--- config.mk ---
export PLATFORM = sky130hd
export DESIGN_NAME = wb_resp_merge
export DESIGN_NICKNAME = d
export VERILOG_FILES = /design/src/rtl/wb_mem_pkg.sv /design/src/rtl/wb_resp_merge.sv
export SDC_FILE = /design/constraint.sdc
export NUM_CORES = 1
export LEC_CHECK = 0
export BUFFER_PORTS_ARGS = -buffer_cell sky130_fd_sc_hd__buf_2
export CAP_MARGIN = 20
export CORE_MARGIN = 10
export CORE_UTILIZATION = 25
export DETAILED_ROUTE_END_ITERATION = 6
export MAX_ROUTING_LAYER = met4
export PLACE_DENSITY = 0.89
export SLEW_MARGIN = 10
export SYNTH_ARGS = -nofsm -noshare
export SYNTH_HDL_FRONTEND = slang
export SYNTH_SLANG_ARGS = --single-unit
--- constraint.sdc ---
create_clock -name vclk -period 2.1
set_input_delay 0.21 -clock vclk [all_inputs]
set_output_delay 0.21 -clock vclk [all_outputs]
set_load 0.05 [all_outputs]
--- src/rtl/wb_mem_pkg.sv ---
package wb_mem_pkg;

    // one byte lane on the bus
    localparam int unsigned BYTE_W = 8;

    // byte lanes per data word, one wb_sel bit each
    localparam int unsigned SEL_W = 4;

    // data word width seen on wb_dat_i / wb_dat_o
    localparam int unsigned DATA_W = SEL_W * BYTE_W;

    // Wishbone carries byte addresses
    localparam int unsigned ADDR_W = 32;

    // low address bits below the word, dropped by the decoder
    localparam int unsigned BYTE_OFF_W = $clog2(SEL_W);

endpackage
--- src/rtl/wb_resp_merge.sv ---
`timescale 1ns/1ps

module wb_resp_merge #(
    parameter int N_BANKS = 4
) (
    input  logic [N_BANKS-1:0]                    bank_ack_i,
    input  logic [N_BANKS*wb_mem_pkg::DATA_W-1:0] bank_rdata_i,
    output logic                                  wb_ack_o,
    output logic [wb_mem_pkg::DATA_W-1:0]         wb_dat_o
);
    import wb_mem_pkg::*;

    logic [DATA_W-1:0] dat_mux;

    // only one bank answers per request
    assign wb_ack_o = |bank_ack_i;

    // AND-OR mux keyed by the ack bits, zero when nobody answers
    always_comb begin
        dat_mux = '0;
        for (int k = 0; k < N_BANKS; k++) begin
            if (bank_ack_i[k]) begin
                dat_mux = dat_mux | bank_rdata_i[k*DATA_W +: DATA_W];
            end
        end
    end

    assign wb_dat_o = dat_mux;

    // bank acks are registered and stay unknown until the first reset edge
    always_comb begin
        a_ack_onehot0: assert ($isunknown(bank_ack_i) || $onehot0(bank_ack_i))
            else $error("more than one bank acked: %h", bank_ack_i);
    end

endmodule

==> reports/summary.log <==
INFO  status         outcome=finished, final reports clean
INFO  setup_path     critical_path_required=1890ps
INFO  die            number_of_ports_placed_on_the_die_boundary=165
INFO  grt            via_count_of_the_first_global_routing_pass=1463
INFO  routing        vias_per_cell=5.18
INFO  finish         area_delta_synth_final=113%
INFO  power_and_ir_drop pwr_density_cell=340mW/mm²
INFO  clocking       ctsHoldBuffers=0
INFO  setup_path     worst-setup-path-type=in -> out
INFO  finish         fillCellCount=276
INFO  synth          ys_seq_area_share=0%
INFO  sta            max-slew-margin-rel=59.7%
INFO  synth          total_nets_after_synthesis=245
INFO  synth          syn_inst=113
INFO  grt            grt_pass1_wl=7.56mm
INFO  sta            hold_viol_final=0
INFO  sta            maxClockFrequency=0.657GHz
INFO  finish         antenna_diode_count=0
INFO  setup_path     arrival_time_of_the_worst_setup_path=1310ps
INFO  synth          synth.area.top_cells=sky130_fd_sc_hd__a22oi_1, sky130_fd_sc_hd__nand2_1, sky130_fd_sc_hd__buf_2, sky130_fd_sc_hd__clkbuf_1, sky130_fd_sc_hd__buf_6
INFO  die            dieHeight=72.7µm
INFO  place          gp_congestion=0.804
INFO  sta            post-route-min-period=1520ps
INFO  job            max_cap_violations=0
INFO  routing        postRouteAntennaNets=0
INFO  finish         fin_cells=293
INFO  finish         drive_gt1_share=63.4%
INFO  routing        total_number_of_vias=1518
INFO  sta            totalNegativeSetupSlack=0ps
INFO  grt            grt_start_max_net_pins=34
INFO  place          io_buffer_count=165
INFO  setup_path     kind_of_start_point_of_the_critical_path=primary input
INFO  grt            number_of_antenna_violations_at_the_first_check_in_global_routing=0
INFO  synth          netlist_area=693µm²
INFO  worst_hold_path holdPathEnd=wb_dat_o[2]
INFO  finish         n_sequential_cell=0
INFO  die            initial_core_util=25.6%
INFO  grt            global_route.overflow_total=0
INFO  routing        detail_route.first_pass.iterations=4
INFO  worst_hold_path whs_path_depth=4
INFO  sta            min_period_over_period=72.5%
INFO  place          dp.final_hpwl=4.36mm
INFO  sta            timing.final.setup_violations=0
INFO  routing        drc=0
INFO  finish         register_area=0µm²
INFO  setup_path     crit_path_end_kind=output port
INFO  setup_path     cp_max_fo=33
INFO  die            core-area=0.00271mm²
INFO  sta            rsz0062_at_grt=no
INFO  finish         num-nets-final=396
INFO  finish         clkbuf_count=0
INFO  die            num_rows=19
INFO  sta            report.final.slew_viol_count=0
INFO  sta            actual_transition_at_the_worst_max_transition_pin=605ps
INFO  setup_path     setup.worst_path.start=bank_ack_i[0]
INFO  power_and_ir_drop leakagePower=0.000880µW
INFO  synth          ys_warn_count=0
INFO  place          numPlacedInstances=293
INFO  grt            grt_use_total=17.3%
INFO  die            die_ar=0.00528mm²
INFO  routing        drt-total-wl=5.21mm
INFO  synth          synth_area_per_cell=6.13µm²
INFO  routing        detail_route.wl_per_cell=17.8µm
INFO  worst_hold_path timing.hold.worst.start=bank_rdata_i[34]
INFO  synth          synth.largest_area_cell=sky130_fd_sc_hd__a22oi_1
INFO  routing        dr.first_iter.drc_count=165
INFO  die            die_width=72.7µm
INFO  synth          share_of_yosys_cell_area_claimed_by_the_top_area_cell_type=69.3%
INFO  clocking       cts-resized-gates=0
INFO  clocking       post-cts-setup-buffer-count=0
INFO  worst_hold_path hold_class=in -> out
INFO  power_and_ir_drop max-vdd-ir-drop=202µV
INFO  synth          yosysUniqueCellTypes=6
[critical path, cell delays in order]
cell and delay [ps]:
sky130_fd_sc_hd__buf_2 290, sky130_fd_sc_hd__or4_4 590, sky130_fd_sc_hd__buf_2 220
[routing by layer]
| metal | GRT usage (%) | part of all wire, % |
|---|---|---|
| met1 | 20.7 | 40 |
| met2 | 29.6 | 50 |
| met3 | 4.63 | 9.8 |
| met4 | 0.844 | 0.40 |
| met5 | - | 0 |
[synth_stat cells, drive strengths merged]
master / number
a22oi: 64
buf: 12
clkbuf: 4
nand2: 32
or4: 1
[cells in the final DEF, fill, tap and decap left out]
| cell | Yosys | final |
|---|---|---|
| sky130_fd_sc_hd__a22oi_1 | 64 | 64 |
| sky130_fd_sc_hd__buf_2 | 11 | 165 |
| sky130_fd_sc_hd__nand2_1 | 32 | 32 |
| sky130_fd_sc_hd__or4_4 | 1 | 1 |
[kinds of logic after synthesis]
group                  count (synthesis)  share of synthesized area, %
AO/OA/AOI/OAI                         64                          69.3
buffers and inverters                 16                          11.7
AND/OR/NAND/NOR                       33                          19.0
[cell type report]
type / count / area, µm² / share of cell area (%)
multi-input combinational: 97 / 612 / 41.4
timing repair buffer: 165 / 826 / 55.9
tap: 31 / 38.8 / 2.63
[stage by stage]
stage          power (µW)  worst slack, ps  area [µm²]  util (%)  hold WS (ps)
6_report              501              577        1480      54.5           842
5_1_grt               537              510        1480      54.5           862
4_1_cts               504              576        1480      54.5           849
3_5_place_dp          502              576        1480      54.5           847
3_3_place_gp          497              580        1480      54.5           846
2_1_floorplan         321              832         693         -           707
[worst max path at each step]
stage,to,slack (ps)
2_1_floorplan,wb_dat_o[10],830
3_3_place_gp,wb_ack_o,580
3_5_place_dp,wb_ack_o,580
4_1_cts,wb_ack_o,580
5_1_grt,wb_dat_o[18],510
6_report,wb_ack_o,580
[report_power, final]
part           switching, µW  total (µW)  internal [µW]  leakage [µW]
registers                  0           0              0             0
logic                    326         501            176      0.000880
clock network              0           0              0             0
total                    326         501            176      0.000880
No activity file was read; power rests on OpenSTA's default activity.
