### config.mk
export PLATFORM = sky130hd
export DESIGN_NAME = wb_bank_decoder
export DESIGN_NICKNAME = d
export VERILOG_FILES = /design/src/rtl/wb_mem_pkg.sv /design/src/rtl/wb_bank_decoder.sv
export SDC_FILE = /design/constraint.sdc
export NUM_CORES = 1
export LEC_CHECK = 0
export ABC_AREA = 1
export BUFFER_PORTS_ARGS = -buffer_cell sky130_fd_sc_hd__buf_2
export CORE_AREA = 2 2 39 41
export CTS_BUF_LIST = sky130_fd_sc_hd__clkbuf_4
export DETAILED_ROUTE_END_ITERATION = 7
export DIE_AREA = 0 0 41 43
export GPL_TIMING_DRIVEN = 0
export PLACE_DENSITY_LB_ADDON = 0.2
export SLEW_MARGIN = 20
export SYNTH_ARGS = -nofsm -noshare
export SYNTH_HDL_FRONTEND = slang
export SYNTH_SLANG_ARGS = --single-unit
### constraint.sdc
create_clock -name clk -period 0.8 [get_ports clk]
set_input_delay 0.04 -clock clk [delete_from_list [all_inputs] [get_ports clk]]
set_output_delay 0.04 -clock clk [all_outputs]
set_load 0.03 [all_outputs]
### src/rtl/wb_mem_pkg.sv
package wb_mem_pkg;

    // one byte lane on the bus
    localparam int unsigned BYTE_W = 8;

    // byte lanes per data word, one wb_sel bit each
    localparam int unsigned SEL_W = 4;

    // data word width seen on wb_dat_i / wb_dat_o
    localparam int unsigned DATA_W = SEL_W * BYTE_W;

    // Wishbone carries byte addresses
    localparam int unsigned ADDR_W = 32;

    // low address bits below the word, dropped by the decoder
    localparam int unsigned BYTE_OFF_W = $clog2(SEL_W);

endpackage
### src/rtl/wb_bank_decoder.sv
`timescale 1ns/1ps

module wb_bank_decoder #(
    parameter int N_BANKS    = 4,
    parameter int BANK_WORDS = 256
) (
    input  logic                          clk,
    input  logic                          rst_n_i,
    input  logic                          wb_cyc_i,
    input  logic                          wb_stb_i,
    input  logic [wb_mem_pkg::ADDR_W-1:0] wb_adr_i,
    output logic [N_BANKS-1:0]            bank_stb_o,
    output logic [$clog2(BANK_WORDS)-1:0] word_idx_o,
    output logic                          wb_err_o
);
    import wb_mem_pkg::*;

    // address layout: | high (must be 0) | bank | word index | byte offset |
    localparam int IDX_W    = $clog2(BANK_WORDS);
    localparam int BANK_W   = (N_BANKS > 1) ? $clog2(N_BANKS) : 1;
    localparam int BANK_LSB = BYTE_OFF_W + IDX_W;
    localparam int HI_LSB   = BANK_LSB + BANK_W;

    logic              valid;
    logic [BANK_W-1:0] bank_num;
    logic              hi_nz;      // address bits above the bank field
    logic              addr_ok;
    logic              err_q;

    assign valid    = wb_cyc_i & wb_stb_i;
    assign bank_num = wb_adr_i[BANK_LSB +: BANK_W];
    assign hi_nz    = |(wb_adr_i >> HI_LSB);

    // bank field may be wider than needed when N_BANKS is not a power of two
    assign addr_ok = !hi_nz && (32'(bank_num) < 32'(N_BANKS));

    assign word_idx_o = wb_adr_i[BYTE_OFF_W +: IDX_W];

    always_comb begin
        bank_stb_o = '0;
        for (int k = 0; k < N_BANKS; k++) begin
            if (valid && addr_ok && (32'(bank_num) == 32'(k))) begin
                bank_stb_o[k] = 1'b1;
            end
        end
    end

    // one-cycle error, held off while the previous err is still up so a
    // request that is still held is not answered twice
    always_ff @(posedge clk) begin
        if (!rst_n_i) begin
            err_q <= 1'b0;
        end else begin
            err_q <= valid & ~addr_ok & ~err_q;
        end
    end

    assign wb_err_o = err_q;

    a_stb_onehot0: assert property (
        @(posedge clk) disable iff (!rst_n_i)
        $onehot0(bank_stb_o)
    ) else $error("decoder strobed more than one bank: %h", bank_stb_o);

endmodule

==> metrics.cfg <==
[finish]
drive_above_1_share = 0.8313
most-common-layout-cells = buf_2, buf_4, buf_6
area_delta_synth_final_pct = 165.6
nets = 121
largest_reg_flops = 1
num_antenna_cells = 0
final_common_cell = buf_2
post-route-util = 0.4394
stdcell_area_um2 = 608.1

[yosys]
synth-xor-area-share = 0
synth_top_family_by_area = simple AND/OR/NAND/NOR gates
synth_fa_ha_area_frac = 0
synth_simple_gate_area_frac = 0.5847
synth_fp_nets = 79
synth_area_leaders = buf_4, nor2_1, nand2_1, dfxtp_1, inv_1
synth_top_area_frac = 0.2623
ys_seq_elements = 1
syn_area_um2 = 229.0
seq_area_frac_synth = 0.08743
syn_inst = 43
synthDistinctLibCells = 10
yosys_warnings = 0
syn_area_per_cell_um2 = 5.325
synth-compound-area-share = 0
synth_mux_area_frac = 0
yosysTopAreaCell = buf_4

[drt]
drc = 0
routedWlPerCell_um = 7.424
finalWirelength_um = 735
drt-vias-per-instance = 3.808
detail-route-antenna-nets = 0
dr.first_iter.drc_count = 1
vias = 377
drtPass1Iterations = 2

[run_status]
status = finished, violations left
violations = negative setup slack

[worst_setup_path]
critPathArrivalTime_ns = 0.88
critPathKind = in -> out
rrSetupSlack_ns = 0.15
rr_endpoint = wb_err_o$_SDFF_PN0_
critPathLaunchType = primary input
cp_max_fo = 4
end_kind = primary output
r2r_start = wb_err_o$_SDFF_PN0_
rr_worst_depth = 3
cp.required_ns = 0.76

[timing]
layout_setup_ws_ns = -0.1209
timing.final.crit_share = 1.151
maxSlewHeadroom = 0.8948
worst_pin_slew_ns = 0.1575
hold_violations = 0
fmax_ghz = 1.086
rsz0062_at_grt = true
period_needed_ns = 0.9209
finalSetupViolations = 5
maxSlewViolCount = 0
clock_skew_ns = 0

[hold_path]
hold_start = wb_adr_i[2]
hold_path_depth = 2
hold_class = in -> out
min_to = word_idx_o[0]

[die]
io_pins = 49
die_width_um = 41
fp.dieH_um = 43
rows = 14
start_util = 0.1655
core_area_um2 = 1384
design.die.area_um2 = 1763

[clock_network]
insertion_delay_ns = 0
hold_buffers = 0

[global_routing]
track_usage = 0.07808
grt_pass1_vias = 298
grt_max_degree = 5
antenna_found_initial = 0
grt-ovfl-total = 0
grt_pass1_wl_mm = 1.048

[placement]
postPlaceCellArea_um2 = 439.2
dp_hpwl_um = 569.2
place.gp.congestion = 0.5343
port_buffers = 38

[job]
drv_cap = 0

[power_and_ir_drop]
vdd_drop_max_mv = 0.2882
p_per_area_nw_per_um2 = 490.4
p_leak_uw = 0.0003240

-- per-layer routing --
| metal | up-vias | part of all wire | global-route usage |
|---|---|---|---|
| met1 | 153 | 0.32 | 0.1019 |
| met5 | - | 0 | 0 |
| met3 | 0 | 0.11 | 0 |
| li1 | 201 | - | - |
| met4 | 0 | 0 | 0 |
| met2 | 23 | 0.56 | 0.1438 |
-- kinds of logic after synthesis --
kind of cell           count (synthesis)
and+or+nand+nor                       30
buffers and inverters                 12
DFF                                    1
-- Yosys cell counts, drive strengths merged --
cell	instances
and2	1
nand2	10
buf	8
nand4	1
dfxtp	1
nor3b	1
inv	4
nand3	1
nor2	16
-- repair_timing --
| action | 4_1_cts | 5_1_grt |
|---|---|---|
| setup endpoints to repair | 4 | 5 |
| pin swaps | 8 | 4 |
| resized for setup | 13 | 27 |
| buffers inserted | 2 | 0 |
-- worst max-delay path: stages --
cell and delay, ns:
buf_6 0.10, nor2_4 0.09, nand2_2 0.07, nor2_4 0.14, nand4_4 0.15, nor2_2 0.15, buf_6 0.14
-- worst max-delay path by stage --
| stage | start | endpoint | slack, ns | depth (start not counted) |
|---|---|---|---|---|
| 3_3_place_gp | wb_adr_i[29] | bank_stb_o[0] | -0.15 | 7 |
| 3_5_place_dp | wb_adr_i[21] | bank_stb_o[0] | -0.18 | 7 |
| 6_report | wb_adr_i[21] | bank_stb_o[2] | -0.12 | 7 |
| 5_1_grt | wb_adr_i[21] | bank_stb_o[2] | -0.19 | 7 |
| 4_1_cts | wb_adr_i[24] | bank_stb_o[0] | -0.14 | 7 |
| 2_1_floorplan | wb_adr_i[29] | bank_stb_o[0] | -0.10 | 5 |
-- power breakdown --
group	internal, uW	switching, uW	total, uW	leakage, uW
clock network	0	0	0	0
logic	125	119	244	0.000316
registers	53.0	0.810	53.8	0.00000820
-- metrics by stage --
step	cells	worst slack, ns	setup TNS, ns	total power [uW]	hold WS (ns)
finish	99	-0.1209	-0.4428	298.2	0.3295
global route	99	-0.1914	-0.7723	323.0	0.3341
CTS	99	-0.1367	-0.4829	261.2	0.3308
detailed placement	97	-0.1757	-0.6148	242.4	0.3308
global placement	97	-0.1450	-0.5539	240.7	0.3310
floorplan	43	-0.1019	-0.4077	161.5	0.2117
-- cell type report --
type / count / area [um^2]
Sequential cell: 1 / 20.02
Tap cell: 16 / 20.02
Fill cell: 150 / 775.7
Multi-Input combinational cell: 30 / 225.2
Buffer: 8 / 60.06
Inverter: 4 / 15.01
Timing Repair Buffer: 40 / 267.8
No activity file was read; power rests on OpenSTA's default activity.
